$ cat src/design/core_pkg.sv
package core_pkg;

  localparam int xlen   = 64;
  localparam int inst_w = 32;

  localparam logic [xlen-1:0] reset_pc = 64'h0000_0000_8000_0000;

  // apb side
  localparam int paddr_w = 32;
  localparam int pstrb_w = 8;

  // lsu state codes
  localparam int lsu_st_w = 2;
  localparam logic [lsu_st_w-1:0] lsu_idle   = 2'd0;
  localparam logic [lsu_st_w-1:0] lsu_setup  = 2'd1;
  localparam logic [lsu_st_w-1:0] lsu_access = 2'd2;

endpackage

$ cat src/design/isa_pkg.sv
package isa_pkg;

  // major opcodes
  localparam logic [6:0] op_lui    = 7'b0110111;
  localparam logic [6:0] op_auipc  = 7'b0010111;
  localparam logic [6:0] op_jal    = 7'b1101111;
  localparam logic [6:0] op_jalr   = 7'b1100111;
  localparam logic [6:0] op_branch = 7'b1100011;
  localparam logic [6:0] op_load   = 7'b0000011;
  localparam logic [6:0] op_store  = 7'b0100011;
  localparam logic [6:0] op_imm    = 7'b0010011;
  localparam logic [6:0] op_imm32  = 7'b0011011;
  localparam logic [6:0] op_reg    = 7'b0110011;
  localparam logic [6:0] op_reg32  = 7'b0111011;
  localparam logic [6:0] op_system = 7'b1110011;

  localparam logic [2:0] f3_add   = 3'b000;
  localparam logic [2:0] f3_sll   = 3'b001;
  localparam logic [2:0] f3_sltu  = 3'b011;
  localparam logic [2:0] f3_word  = 3'b010;
  localparam logic [2:0] f3_dword = 3'b011;
  localparam logic [2:0] f3_bne   = 3'b001;

  localparam logic [6:0] f7_sub = 7'b0100000;

  // ebreak is the system opcode with imm 1
  localparam logic [11:0] imm_ebreak = 12'h001;
  localparam logic [4:0]  reg_a0     = 5'd10;

  localparam int alu_op_w = 2;
  localparam logic [alu_op_w-1:0] alu_add  = 2'd0;
  localparam logic [alu_op_w-1:0] alu_sub  = 2'd1;
  localparam logic [alu_op_w-1:0] alu_sll  = 2'd2;
  localparam logic [alu_op_w-1:0] alu_sltu = 2'd3;

  localparam logic opb_rs2 = 1'b0;
  localparam logic opb_imm = 1'b1;

  localparam int wb_sel_w = 3;
  localparam logic [wb_sel_w-1:0] wb_alu   = 3'd0;
  localparam logic [wb_sel_w-1:0] wb_alu_w = 3'd1;
  localparam logic [wb_sel_w-1:0] wb_load  = 3'd2;
  localparam logic [wb_sel_w-1:0] wb_pc4   = 3'd3;
  localparam logic [wb_sel_w-1:0] wb_imm   = 3'd4;

  typedef union packed {
    struct packed {
      logic [6:0] funct7;
      logic [4:0] rs2;
      logic [4:0] rs1;
      logic [2:0] funct3;
      logic [4:0] rd;
      logic [6:0] opcode;
    } r_fmt;
    struct packed {
      logic [11:0] imm_11_0;
      logic [4:0]  rs1;
      logic [2:0]  funct3;
      logic [4:0]  rd;
      logic [6:0]  opcode;
    } i_fmt;
    struct packed {
      logic [6:0] imm_11_5;
      logic [4:0] rs2;
      logic [4:0] rs1;
      logic [2:0] funct3;
      logic [4:0] imm_4_0;
      logic [6:0] opcode;
    } s_fmt;
    struct packed {
      logic       imm_12;
      logic [5:0] imm_10_5;
      logic [4:0] rs2;
      logic [4:0] rs1;
      logic [2:0] funct3;
      logic [3:0] imm_4_1;
      logic       imm_11;
      logic [6:0] opcode;
    } b_fmt;
    struct packed {
      logic [19:0] imm_31_12;
      logic [4:0]  rd;
      logic [6:0]  opcode;
    } u_fmt;
    struct packed {
      logic       imm_20;
      logic [9:0] imm_10_1;
      logic       imm_11;
      logic [7:0] imm_19_12;
      logic [4:0] rd;
      logic [6:0] opcode;
    } j_fmt;
  } instr_u;

endpackage

$ cat src/design/exec_if.sv
`timescale 1ns/1ns

interface exec_if;
  import isa_pkg::*;
  import core_pkg::*;

  logic [alu_op_w-1:0] alu_op;
  logic                opa_pc;
  logic                opb_sel;
  logic [xlen-1:0]     imm;
  logic [4:0]          rs1;
  logic [4:0]          rs2;
  logic [4:0]          rd;
  logic                reg_we;
  logic [wb_sel_w-1:0] wb_sel;
  logic                mem_rd;
  logic                mem_wr;
  logic                mem_word;
  logic                is_jal;
  logic                is_jalr;
  logic                is_bne;
  logic                is_ebreak;

  modport idu (
    output alu_op, opa_pc, opb_sel, imm, rs1, rs2, rd, reg_we, wb_sel,
           mem_rd, mem_wr, mem_word, is_jal, is_jalr, is_bne, is_ebreak
  );

  modport exu (
    input alu_op, opa_pc, opb_sel, imm, rs1, rs2, rd, reg_we, wb_sel,
          mem_rd, mem_wr, mem_word, is_jal, is_jalr, is_bne, is_ebreak
  );

endinterface

$ cat src/design/idu.sv
`timescale 1ns/1ns

module idu (
  input  logic [core_pkg::inst_w-1:0] inst,
  exec_if.idu                         dec
);
  import isa_pkg::*;
  import core_pkg::*;

  instr_u ir;

  assign ir = inst;

  // immediate format follows the opcode
  always_comb begin
    case (ir.r_fmt.opcode)
      op_lui, op_auipc:
        dec.imm = {{(xlen-32){ir.u_fmt.imm_31_12[19]}}, ir.u_fmt.imm_31_12, 12'b0};
      op_jal:
        dec.imm = {{(xlen-21){ir.j_fmt.imm_20}}, ir.j_fmt.imm_20, ir.j_fmt.imm_19_12,
                   ir.j_fmt.imm_11, ir.j_fmt.imm_10_1, 1'b0};
      op_branch:
        dec.imm = {{(xlen-13){ir.b_fmt.imm_12}}, ir.b_fmt.imm_12, ir.b_fmt.imm_11,
                   ir.b_fmt.imm_10_5, ir.b_fmt.imm_4_1, 1'b0};
      op_store:
        dec.imm = {{(xlen-12){ir.s_fmt.imm_11_5[6]}}, ir.s_fmt.imm_11_5, ir.s_fmt.imm_4_0};
      default:
        dec.imm = {{(xlen-12){ir.i_fmt.imm_11_0[11]}}, ir.i_fmt.imm_11_0};
    endcase
  end

  always_comb begin
    dec.alu_op    = alu_add;
    dec.opa_pc    = 1'b0;
    dec.opb_sel   = opb_imm;
    dec.rs1       = ir.r_fmt.rs1;
    dec.rs2       = ir.r_fmt.rs2;
    dec.rd        = ir.r_fmt.rd;
    dec.reg_we    = 1'b0;
    dec.wb_sel    = wb_alu;
    dec.mem_rd    = 1'b0;
    dec.mem_wr    = 1'b0;
    dec.mem_word  = ir.r_fmt.funct3 == f3_word;
    dec.is_jal    = 1'b0;
    dec.is_jalr   = 1'b0;
    dec.is_bne    = 1'b0;
    dec.is_ebreak = 1'b0;

    case (ir.r_fmt.opcode)
      op_lui: begin
        dec.reg_we = 1'b1;
        dec.wb_sel = wb_imm;
      end
      op_auipc: begin
        dec.opa_pc = 1'b1;
        dec.reg_we = 1'b1;
      end
      op_jal: begin
        dec.opa_pc = 1'b1;
        dec.reg_we = 1'b1;
        dec.wb_sel = wb_pc4;
        dec.is_jal = 1'b1;
      end
      op_jalr: begin
        dec.reg_we  = 1'b1;
        dec.wb_sel  = wb_pc4;
        dec.is_jalr = 1'b1;
      end
      op_branch: begin
        dec.alu_op  = alu_sub;
        dec.opb_sel = opb_rs2;
        dec.is_bne  = ir.b_fmt.funct3 == f3_bne;
      end
      op_load: begin
        if (ir.i_fmt.funct3 == f3_word || ir.i_fmt.funct3 == f3_dword) begin
          dec.reg_we = 1'b1;
          dec.wb_sel = wb_load;
          dec.mem_rd = 1'b1;
        end
      end
      op_store: begin
        dec.mem_wr = ir.s_fmt.funct3 == f3_word || ir.s_fmt.funct3 == f3_dword;
      end
      op_imm: begin
        dec.reg_we = ir.i_fmt.funct3 == f3_add || ir.i_fmt.funct3 == f3_sll
                     || ir.i_fmt.funct3 == f3_sltu;
        if (ir.i_fmt.funct3 == f3_sll) dec.alu_op = alu_sll;
        else if (ir.i_fmt.funct3 == f3_sltu) dec.alu_op = alu_sltu;
      end
      op_imm32: begin
        dec.reg_we = ir.i_fmt.funct3 == f3_add;
        dec.wb_sel = wb_alu_w;
      end
      op_reg, op_reg32: begin
        dec.opb_sel = opb_rs2;
        dec.reg_we  = ir.r_fmt.funct3 == f3_add;
        if (ir.r_fmt.opcode == op_reg32) dec.wb_sel = wb_alu_w;
        if (ir.r_fmt.funct7 == f7_sub && ir.r_fmt.opcode == op_reg) dec.alu_op = alu_sub;
      end
      op_system: begin
        // a0 comes out on the rs1 port for the halt check
        if (ir.i_fmt.imm_11_0 == imm_ebreak && ir.i_fmt.funct3 == 3'b000) begin
          dec.is_ebreak = 1'b1;
          dec.rs1       = reg_a0;
        end
      end
      default: begin
        dec.reg_we = 1'b0;
      end
    endcase
  end

endmodule

$ cat src/flat_wrapper.sv
// flat-port wrapper written by rule: the top's interface ports become plain ports
module idu_flat import isa_pkg::*; import core_pkg::*;
  (inst, dec_alu_op, dec_opa_pc, dec_opb_sel, dec_imm, dec_rs1, dec_rs2, dec_rd, dec_reg_we, dec_wb_sel, dec_mem_rd, dec_mem_wr, dec_mem_word, dec_is_jal, dec_is_jalr, dec_is_bne, dec_is_ebreak);
  exec_if dec_i ();
  input  logic [core_pkg::inst_w-1:0] inst;
  output wire logic [$bits(dec_i.alu_op)-1:0] dec_alu_op;
  output wire logic [$bits(dec_i.opa_pc)-1:0] dec_opa_pc;
  output wire logic [$bits(dec_i.opb_sel)-1:0] dec_opb_sel;
  output wire logic [$bits(dec_i.imm)-1:0] dec_imm;
  output wire logic [$bits(dec_i.rs1)-1:0] dec_rs1;
  output wire logic [$bits(dec_i.rs2)-1:0] dec_rs2;
  output wire logic [$bits(dec_i.rd)-1:0] dec_rd;
  output wire logic [$bits(dec_i.reg_we)-1:0] dec_reg_we;
  output wire logic [$bits(dec_i.wb_sel)-1:0] dec_wb_sel;
  output wire logic [$bits(dec_i.mem_rd)-1:0] dec_mem_rd;
  output wire logic [$bits(dec_i.mem_wr)-1:0] dec_mem_wr;
  output wire logic [$bits(dec_i.mem_word)-1:0] dec_mem_word;
  output wire logic [$bits(dec_i.is_jal)-1:0] dec_is_jal;
  output wire logic [$bits(dec_i.is_jalr)-1:0] dec_is_jalr;
  output wire logic [$bits(dec_i.is_bne)-1:0] dec_is_bne;
  output wire logic [$bits(dec_i.is_ebreak)-1:0] dec_is_ebreak;
  assign dec_alu_op = dec_i.alu_op;
  assign dec_opa_pc = dec_i.opa_pc;
  assign dec_opb_sel = dec_i.opb_sel;
  assign dec_imm = dec_i.imm;
  assign dec_rs1 = dec_i.rs1;
  assign dec_rs2 = dec_i.rs2;
  assign dec_rd = dec_i.rd;
  assign dec_reg_we = dec_i.reg_we;
  assign dec_wb_sel = dec_i.wb_sel;
  assign dec_mem_rd = dec_i.mem_rd;
  assign dec_mem_wr = dec_i.mem_wr;
  assign dec_mem_word = dec_i.mem_word;
  assign dec_is_jal = dec_i.is_jal;
  assign dec_is_jalr = dec_i.is_jalr;
  assign dec_is_bne = dec_i.is_bne;
  assign dec_is_ebreak = dec_i.is_ebreak;
  idu u_core (.inst(inst), .dec(dec_i));
endmodule
$ cat config.mk
export PLATFORM = sky130hd
export DESIGN_NAME = idu_flat
export DESIGN_NICKNAME = d
export VERILOG_FILES = /design/src/design/core_pkg.sv /design/src/design/isa_pkg.sv /design/src/design/exec_if.sv /design/src/design/idu.sv /design/src/flat_wrapper.sv
export SDC_FILE = /design/constraint.sdc
export NUM_CORES = 1
export LEC_CHECK = 0
export BUFFER_PORTS_ARGS = -buffer_cell sky130_fd_sc_hd__buf_2
export CAP_MARGIN = 20
export CORE_ASPECT_RATIO = 1.5
export CORE_MARGIN = 4
export CORE_UTILIZATION = 33
export DETAILED_ROUTE_END_ITERATION = 6
export PLACE_DENSITY = 0.77
export SETUP_SLACK_MARGIN = 0.5
export SYNTH_ARGS = -nofsm -noshare
export SYNTH_HDL_FRONTEND = slang
export SYNTH_SLANG_ARGS = --single-unit
$ cat constraint.sdc
create_clock -name vclk -period 1.8
set_clock_uncertainty 0.05 [all_clocks]
set_input_delay 0.36 -clock vclk [all_inputs]
set_output_delay 0.36 -clock vclk [all_outputs]
set_load 0.05 [all_outputs]
==> results.md, run 1 <==
Run status:
- The stage where the run came to a stop is 4_1_cts.
- The run stopped with a tool error.
- The tool reported: "[ERROR DPL-0038] Utilization greater than 100%, impossible to legalize".

Synthesis:
- For this run, the number of Yosys warnings is 0.
- The most area-hungry cell type in the Yosys netlist is buf_4.
- Sorting the synthesized cells by how often they occur yields buf_4, nor2_1, a21o_1, inv_1, nor3_1.
- The post-synthesis sequential area ratio is 0%.
- Sorting the synthesized cells by area gives the leading types as buf_4, a21o_1, a31o_2, mux2_2, nor2_1.
- Counting every instance in the synthesized netlist gives 170.
- The cell area that synthesis handed to floorplanning was 1141 sq um.
- The synthesized area per cell is 6.712 sq um.
- The number of unique standard cell types used by synthesis is between 40 and 50.
- Among all cell types in the netlist, the one instantiated most often is buf_4.
- The number of nets in the synthesized netlist is 202.
- The area fraction of the dominant cell type after synthesis is between 20% and 30%.

Clock network:
- The hold buffer count at cts is 0.
- The quantity of gates resized following cts is 301.
- The post-CTS setup buffer count is 24.

Floorplan:
- Pin placement for this block handled roughly 130 I/O pins.
- The initialized floorplan defines 25 standard-cell rows.
- The width of the die is 56.01 microns.
- For this configuration, the core starts out at a cell density of 35.08%.
- The die boundary height is ~80 microns.

Place:
- Once detailed placement completed, the half-perimeter wirelength came to ~4.6 mm.
- The congestion estimate from routability-driven global placement came to around 0.81.
- In this run the tool buffered the top-level ports with 126 buffer cells.
- The instance count after placement with tap cells included is about 350.
## through the flow
stage | util [%] | worst slack, ns | cell area (sq um) | TNS [ns]
after floorplan | - | -0.3450 | 1755 | -3.686
after detailed placement | 76.92 | -0.3755 | 2502 | -11.22
after global placement | 76.92 | -0.3473 | 2502 | -10.53
## cell families after synthesis
logic type / Yosys count / synth area share (%)
buffers and inverters: 64 / 35.64
muxes: 8 / 7.456
and+or+nand+nor: 63 / 33.66
AOI/OAI and AO/OA: 35 / 23.25
==> inputs of run 2 (changes only) <==
Settings changed: CORE_ASPECT_RATIO 1.5 to unset, CORE_UTILIZATION 33 to 25, PLACE_DENSITY 0.77 to unset, PLACE_DENSITY_LB_ADDON set to 0.15, SETUP_SLACK_MARGIN 0.5 to unset.
Clock period 1.8 ns to 2.35 ns, I/O delays scaled along.
==> results.md, run 2 <==
Place:
- Routability-driven placement finished with a final weighted congestion of 0.8227.
- Summed over all nets, the half-perimeter wirelength after detailed placement is approximately 3.8 mm.
- During placement, the flow inserted port buffers numbering 126.

Synthesis:
- The post-synthesis instance area is 1141 sq um.
- Sorting the synthesized cells by area gives the leading types as buf_4, a21o_1, a31o_2, mux2_2, nor2_1.
- The number of unique standard cell types used by synthesis is slightly above 40.
- The largest total area in the synthesized netlist belongs to buf_4.
- When the netlist entered floorplanning its net count stood at 202.
- The number of cells produced by synthesis is 170.
- The cell with the most instances after synthesis is buf_4.
- Ranked by instance count, the synthesized netlist is headed by buf_4, nor2_1, a21o_1, inv_1, nor3_1.
- The share of synthesized area in the top cell type comes to around 28%.
- During synthesis, Yosys emitted a total of 0 warnings.
- The post-synthesis sequential area ratio is 0%.
- A synthesized cell averages between 6 and 7 sq um.

Min path:
- The endpoint of the worst hold-timing path is dec_rd[2].
- The worst hold path class is input pin to primary output.
- The startpoint of the lowest-slack hold path is inst[9].
- The worst hold path passes through 2 cells.

Worst setup path:
- The critical path goes through buf_2 -> or3b_4 -> a21oi_4 -> buf_12 -> mux2_2 -> buf_6.
- The data required time at the worst endpoint is roughly 1.8 ns.
- The critical path is of the input pin to primary output type.
- The biggest fanout along the worst timing path is 9.
- For this run, the slowest stage of the critical path takes 0.41 ns.
- The element type at the critical path start is an input pin.
- The arrival time of the worst setup path is between 1.5 and 2 ns.
- The critical-path cell with the highest stage delay is or3b_4.
- The kind of capture point of the worst setup path is a primary output.

Final layout:
- The layout net count is 304.
- The layout cell share with drive strength beyond 1 is 66.30%.
- The top cell types in the final layout, fill and taps aside, are buf_2, buf_4, nor2_1.
- After filler insertion, the fill cell instance count of the layout stands at 493.
- Registers take 0 sq um.
- The number of clock-tree buffers in the layout is 0.
- The area growth from synthesis to layout is 57.02%.
- The multi-input combinational cells in the finished layout cover a total of 808.3 sq um.
- Sequential cells placed in the final layout were counted as 0.
- The most common library cell in the layout ignoring fill and taps is buf_2.
- At the end of the flow the core is filled with cells to 40.87%.
- The number of inserted diodes is 0.

Timing:
- The count of final max-slew check failures is 0.
- The total count of hold-check failures in the final report was 0.
- The worst max-slew margin expressed relative to the limit is 76.29%.
- The number of failing setup endpoints in the final timing report is 0.
- The actual slew at the worst max-slew pin is 0.3507 ns.
- The highest clock rate is 431.7 MHz.
- The worst-case hold slack is approximately 1.2 ns.
- For the finished layout, the period the worst path requires is 2.316 ns.
- Setup repair after global routing could not meet its margin everywhere.
- The ratio of final minimum period to clock period is 98.56%.

Routing:
- The wire length per cell after detailed routing is between 10 and 15 microns.
- Once detail routing completed, the nets flagged for antenna violations numbered 0.
- The ratio of routed vias to standard cells is roughly 4.7.
- For this run, the detailed router's first-pass iteration total came to 4.
- The residual DRC count is 0.
- The total vias in the final route is 1523.
- The sum of routed wire length over all layers is roughly 4.4 mm.
- The detailed router finished its first iteration with 32 violations.

GRT:
- The first-pass GRT wire length is between 6 and 7 mm.
- The maximum number of pins on one net before global-route repair is 27.
- The initial antenna violation count was 0.
- The via count of the first global-routing pass is around 1300.
- The global route total overflow is 0.
- Global routing used 13.87% of the available tracks across all layers.

Floorplan:
- The core footprint is approximately 4400 sq um.
- The top-level port count is 126.
- The floorplan row count is 24.
- The die covers 5709 sq um.
- The width of the die is 75.56 microns.
- Once the floorplan was initialized, standard cells occupied 26.03% of the core.
- The die boundary height is around 76 microns.

Clock network:
- In this run the post-CTS setup repair buffer count came out at 0.

Power:
- The leakage power of the design is 1.023 nW.
- The worst vdd rail ir drop is 0.0001111 V.
- The areal power density over the cells is 297.4 nW/um^2.

Flow run:
- Max-cap violations in this run came to 0.

Run status:
- The flow ran to the end, and the final reports show no timing, DRC or antenna violations.
[run 2: cell counts after synthesis]
No cell type changed its count.
[run 2: power by group]
| group | switching (mW) | internal (mW) | leakage (nW) |
|---|---|---|---|
| Sequential | 0 | 0 | 0 |
| Combinational | 0.394 | 0.139 | 1.02 |
| Clock | 0 | 0 | 0 |
| Total | 0.394 | 0.139 | 1.02 |
[run 2: logic make-up after synthesis]
family,after synthesis,share of synthesized area (%)
AO/OA/AOI/OAI,35,23.25
multiplexers,8,7.456
AND/OR/NAND/NOR,63,33.66
buffers and inverters,64,35.64
[run 2: per-layer routing]
layer / global-route usage [%] / vias up / part of all wire, %
met5: 0 / - / 0
met4: 0 / 0 / 0
met3: 0.5277 / 0 / 8.7
met2: 25.89 / 71 / 48
met1: 18.75 / 690 / 43
li1: - / 762 / -
[run 2: worst max-delay path by stage]
stage / startpoint / end / slack (ns) / cells past startpoint
after floorplan: inst[2] / dec_alu_op[1] / -0.27 / 4
after global placement: inst[6] / dec_imm[1] / -0.0008 / 7
after detailed placement: inst[6] / dec_imm[4] / -0.01 / 7
after CTS: inst[6] / dec_imm[18] / 0.002 / 6
after global routing: inst[4] / dec_imm[16] / -0.006 / 6
final: inst[6] / dec_imm[16] / 0.03 / 6
[run 2: what timing repair did]
action	CTS	global route
endpoints found under the setup margin	4	14
hold buffers	0	0
resized for setup	1	16
[run 2: cell type report]
type	instances	share of cell area [%]
timing repair buffer	154	49.16
tap	52	3.631
inverter	10	2.095
multi-input combinational	106	45.11
[run 2: through the flow]
| stage | instance area [sq um] | std cells | TNS [ns] | setup slack, ns | power [mW] |
|---|---|---|---|---|---|
| 2_1_floorplan | 1204 | 170 | -1.582 | -0.2729 | 0.4235 |
| 3_3_place_gp | 1753 | 322 | -0.0008205 | -0.0008205 | 0.5280 |
| 3_5_place_dp | 1753 | 322 | -0.03092 | -0.01222 | 0.5277 |
| 4_1_cts | 1758 | 322 | 0 | 0.002142 | 0.5290 |
| 5_1_grt | 1792 | 322 | -0.005997 | -0.005997 | 0.5629 |
| 6_report | 1792 | 322 | 0 | 0.03376 | 0.5329 |
[run 2: worst max-delay path: cells and delay by family]
kind	cells	cell delay, ns
buffers and inverters	3	0.41
AND/OR/NAND/NOR	1	0.41
multiplexers	1	0.35
AO/OA/AOI/OAI	1	0.16
(Power assumes the default switching activity.)
==> inputs of run 3 (changes only) <==
Settings changed: CELL_PAD_IN_SITES_DETAIL_PLACEMENT set to 0, CELL_PAD_IN_SITES_GLOBAL_PLACEMENT set to 1, CORE_UTILIZATION 25 to 22.
==> results.md, run 3 (synthesis results as in run 2) <==
Floorplan:
- between 100 and 150 I/O pins were placed.
- The die is 80.02 microns tall.
- The region available for standard cell placement spans slightly below 5000 sq um.
- The width of the die is 80.02 microns.
- The initial utilization of the core area, before any placement, comes to 23.38%.
- The floorplan row count is 25.
- The die area is 6403 sq um.

Timing:
- The total count of hold-check failures in the final report is 0.
- Setup slack closes at 0.01534 ns.
- For the pin with the worst max-slew slack, the measured transition is around 0.51 ns.
- Setup repair after global routing could not meet its margin everywhere.
- The count of final max-slew check failures was 0.
- Subtracting the final worst setup slack from the clock period gives 2.335 ns.
- The number of failing setup endpoints in the final timing report is 0.
- The worst max-slew margin expressed relative to the limit is between 60% and 70%.
- Of the available clock period, the critical path in the final layout requires 99.35%.
- Static timing analysis puts the maximum clock frequency at between 400 and 500 MHz.

Place:
- The worst slack after detailed placement is -0.06135 ns.
- Routability-driven placement finished with a final weighted congestion of 0.7653.
- The port buffer count is roughly 130.
- The post-detailed-placement half-perimeter wirelength is between 3 and 4 mm.

Final layout:
- The number of inserted diodes is 0.
- The layout net count is 311.
- The final layout contains a sequential cell count of 0.
- The post-route core utilization is 38.69%.
- The number of clock-tree buffers in the layout is 0.
- The filler cells instantiated in the layout total 556.
- The synthesis-to-finish area growth is 65.46%.
- In the layout the commonest cells are buf_2, buf_4, nor2_1.
- Summing all multi-input logic gate instances after layout gives 818.3 sq um.
- Cells with a size suffix above 1 make up 67.87% of the layout.
- The most common library cell in the layout ignoring fill and taps is buf_2.
- The sequential cells in the finished layout cover a total of 0 sq um.

Run status:
- The run finished with clean final reports.

GRT:
- The via count of the first global-routing pass came to between 1000 and 1500.
- The initial antenna violation count is 0.
- The total overflow left after global routing is 0.
- The first global-routing pass estimated 6.837 mm of wire.
- The global-route usage over all layers is roughly an eighth.
- Entering global routing, the biggest net connects 39 pins.

Routing:
- The initial DRC count is 47.
- The first detailed-routing pass ran for 4 iterations.
- The sum of routed wire length over all layers is 4.528 mm.
- The detail route stage leaves a number of antenna-violating nets equal to 0.
- The wire length per cell after detailed routing is 13.16 microns.
- In the routed layout, each cell is associated on average with a via count of 4.305.
- For this run, design rule violations remaining after detail routing come to 0.
- The total vias in the final route is 1481.

Power:
- The leakage power of the design is 1.062 nW.
- VDD sags by at most 0.0001076 V.
- Power spread over the standard cell area amounts to between 200 and 300 nW/um^2.
- The sum of internal, switching and leakage power is 545.5 uW.

Worst setup path:
- Broken down by cell family, the worst path's largest delay share belongs to buffers and inverters.
- The arrival time of the worst setup path is 1.81 ns.
- The data required time at the worst endpoint is approximately 1.8 ns.
- STA classifies the critical path endpoint as a primary output.
- The sum of buffers and inverters on the critical path is 3.
- Walking the worst path, the cells encountered are buf_2 -> or3b_4 -> a21oi_4 -> buf_12 -> mux2_2 -> buf_6.
- The biggest fanout along the worst timing path is 9.
- The critical-path cell with the highest stage delay is or3b_4.
- The largest single stage delay on the critical path is approximately 0.4 ns.
- The worst setup path is of the input pin to primary output kind.
- The element type at the critical path start is an input pin.

Min path:
- The path class of the tightest hold or removal check is input pin to primary output.
- The worst hold path begins at inst[7].
- The worst hold path stage count is 2.
- The endpoint of the worst hold-timing path is dec_rd[0].

Clock network:
- The post-CTS setup buffer count is 0.

Flow run:
- The number of max-cap violations is 0.
==> run 3: where the power goes <==
part / internal (mW) / total, mW / switching, mW / leakage, nW
registers: 0 / 0 / 0 / 0
logic: 0.150 / 0.546 / 0.395 / 1.06
clock network: 0 / 0 / 0 / 0
total: 0.150 / 0.546 / 0.395 / 1.06
==> run 3: stage by stage <==
step | instances | cell area (sq um) | setup TNS (ns) | hold WS, ns
2_1_floorplan | 170 | 1204 | -1.582 | 1.057
3_3_place_gp | 344 | 1824 | -0.1150 | 1.193
3_5_place_dp | 344 | 1824 | -0.7376 | 1.193
4_1_cts | 344 | 1864 | 0 | 1.193
5_1_grt | 344 | 1888 | -0.06780 | 1.200
6_report | 344 | 1888 | 0 | 1.192
==> run 3: cell type report <==
type	instances	area share [%]
Multi-Input combinational cell	106	43.34
Tap cell	67	4.440
Inverter	10	1.988
Timing Repair Buffer	161	50.23
==> run 3: how the worst max path moves through the flow <==
stage            start       endpoint  cells past startpoint
4_1_cts        inst[3]    dec_imm[16]                      6
3_5_place_dp   inst[6]    dec_imm[27]                      6
6_report       inst[3]    dec_imm[16]                      6
3_3_place_gp   inst[4]    dec_imm[16]                      6
5_1_grt        inst[3]    dec_imm[13]                      6
2_1_floorplan  inst[2]  dec_alu_op[1]                      4
==> run 3: metal layers <==
layer / up-vias / part of all wire [%] / wire length (microns) / GRT usage, %
met5: - / 0 / 0 / 0
li1: 777 / - / - / -
met4: 0 / 0 / 0 / 0
met2: 61 / 47 / 2129 / 21.69
met1: 643 / 45 / 2056 / 18.10
met3: 0 / 7.5 / 341 / 1.693
==> run 3: what timing repair did <==
item / CTS / global route
setup endpoints to repair: 18 / 12
hold buffers: 0 / 0
hold endpoints to repair: 0 / 0
gates resized for setup: 11 / 11
==> inputs of run 4 (changes only) <==
--- a/config.mk
+++ b/config.mk
@@ -9,3 +9,3 @@
 export CAP_MARGIN = 20
-export CELL_PAD_IN_SITES_DETAIL_PLACEMENT = 0
+export CELL_PAD_IN_SITES_DETAIL_PLACEMENT = 1
 export CELL_PAD_IN_SITES_GLOBAL_PLACEMENT = 1
--- a/constraint.sdc
+++ b/constraint.sdc
@@ -4,2 +4,2 @@
 set_output_delay 0.47 -clock vclk [all_outputs]
-set_load 0.05 [all_outputs]
+set_load 0.01 [all_outputs]
==> results.md, run 4 (synthesis results as in run 2) <==
Routing:
- The detail route stage leaves a number of antenna-violating nets equal to 0.
- The number of optimization iterations in the first detailed-route pass is 4.
- The routed layout has about 1500 vias.
- The sum of routed wire length over all layers is 4.906 mm.
- In this run, the number of DRC markers left after iteration 0 of detailed routing was 17.
- In the routed design, unresolved DRC markers number 0.
- Using the TritonRoute via totals, the vias-per-cell ratio works out to 4.521.
- Dividing the detail-routed wire length by the instance count gives around 15 microns.

Worst setup path:
- The data required time at the worst endpoint is 1.83 ns.
- The element type at the critical path start is an input pin.
- The biggest fanout along the worst timing path is 7.
- The worst setup path is of the input pin to primary output kind.
- The arrival time of the worst setup path is 1.79 ns.
- The kind of capture point of the worst setup path is a primary output.

Place:
- Detailed placement finished with a half-perimeter wire length of a little over 4 mm.
- The port buffer count is between 100 and 150.
- The worst slack after detailed placement is 0.02065 ns.
- At the end of routability-driven placement, the weighted congestion stood at between 0.7 and 0.8.
- The area of placed instances is 1622 sq um.

Final layout:
- The fill cell total of the finished layout is 659.
- The area taken by flip-flops and latches is 0 sq um.
- Of the cells placed in the final design, the portion with a size suffix greater than 1 is 61.30%.
- The number of antenna diodes in the final layout is 0.
- After routing the design area is 1658 sq um.
- In the finished design the tool counted flip-flops and latches totalling 0.
- The library cells used most frequently in the layout, excluding fill and tap cells, are buf_2, buf_4, nor2_1.
- The most common library cell in the layout ignoring fill and taps is buf_2.
- The layout net count is 295.
- Relative to the synthesized area, the layout overhead comes to 45.29%.
- The number of clock-tree buffers in the layout is 0.
- Summing all multi-input logic gate instances after layout gives 747.0 sq um.

Timing:
- Hold timing on the final database bottoms out at a slack of 1.091 ns.
- The highest clock rate is 432.9 MHz.
- Setup repair after global routing could not meet its margin everywhere.
- The total count of hold-check failures in the final report is 0.
- The worst path meets setup with about 0.04 ns of slack.
- The count of final max-slew check failures is 0.
- At the pin with the least slew margin, the transition time is ~0.50 ns.
- Of the available clock period, the critical path in the final layout requires 98.30%.
- Setup violations remaining at the end of the flow were counted as 0.
- The worst pin sits at a relative slew slack of 66.37%.
- The minimum period implied by the final worst setup slack is about 2.3 ns.

GRT:
- Across every metal layer, demand over resource in global routing totals 13.71%.
- The via count of the first global-routing pass is 1451.
- The maximum number of pins on one net before global-route repair is 38.
- The global route total overflow is 0.
- The initial antenna violation count is 0.
- The first-pass GRT wire length is 7.348 mm.

Power:
- The leakage power of the design is 0.9544 nW.
- The sum of internal, switching and leakage power is 277.2 uW.
- The worst-case IR drop observed on VDD is 0.00005926 V.
- In this run the power density over the cells is 167.2 nW/um^2.

Floorplan:
- The die is 80.02 microns tall.
- Measured along the x axis, the die boundary spans about 80 microns.
- The floorplan row count is 25.
- For this design the top-level I/O count stands at roughly 130.
- The floorplan step defined a core boundary enclosing just under 5000 sq um.
- For this configuration, the core starts out at a cell density of between 20% and 30%.
- The floorplan step defined a die boundary enclosing 6403 sq um.

Flow run:
- The tool flagged a number of max-cap violations equal to 0.

Run status:
- The run finished with clean final reports.

Min path:
- The worst hold path class is input pin to primary output.
[run 4: cell count changes in the layout (fill, tap and decap cells not counted), sizes merged]
cell,before,now
clkbuf,4,0
buf,157,145
[run 4: layout make-up]
type | count | area share (%)
Timing Repair Buffer | 145 | 47.62
Multi-Input combinational cell | 106 | 45.06
Tap cell | 67 | 5.057
Inverter | 10 | 2.264
[run 4: routing by layer]
layer	track usage, %	wire, microns	up-vias
met2	23.18	2283	60
met4	0.6757	21	0
met1	19.47	2235	676
li1	-	-	744
met3	1.467	366	3
met5	0	0	-
[run 4: timing repair]
item                                    4_1_cts  5_1_grt
buffers inserted                              0        1
hold buffers                                  0        0
resized for setup                             0        7
endpoints found under the setup margin        0       22
[run 4: worst paths after layout]
| path | startpoint | end | slack, ns | cells after the start |
|---|---|---|---|---|
| worst min-delay path | inst[11] | dec_rd[4] | 1.09 | 2 |
| worst max-delay path | inst[3] | dec_imm[12] | 0.04 | 5 |
[run 4: power by group]
part | internal (mW) | leakage (nW) | switching (mW) | total [mW]
clock network | 0 | 0 | 0 | 0
registers | 0 | 0 | 0 | 0
logic | 0.124 | 0.954 | 0.153 | 0.277
total | 0.124 | 0.954 | 0.153 | 0.277
[run 4: worst max-delay path, stage by stage]
cell,delay (ns)
buf_6,0.09
or3b_4,0.41
a21oi_4,0.30
mux2_2,0.37
buf_2,0.14
[run 4: metrics by stage]
stage	std cells	utilization (%)	TNS, ns
floorplan	170	-	0
global placement	327	33.23	0
detailed placement	327	33.23	0
CTS	327	33.23	0
global route	328	33.97	-0.08063
finish	328	33.97	0
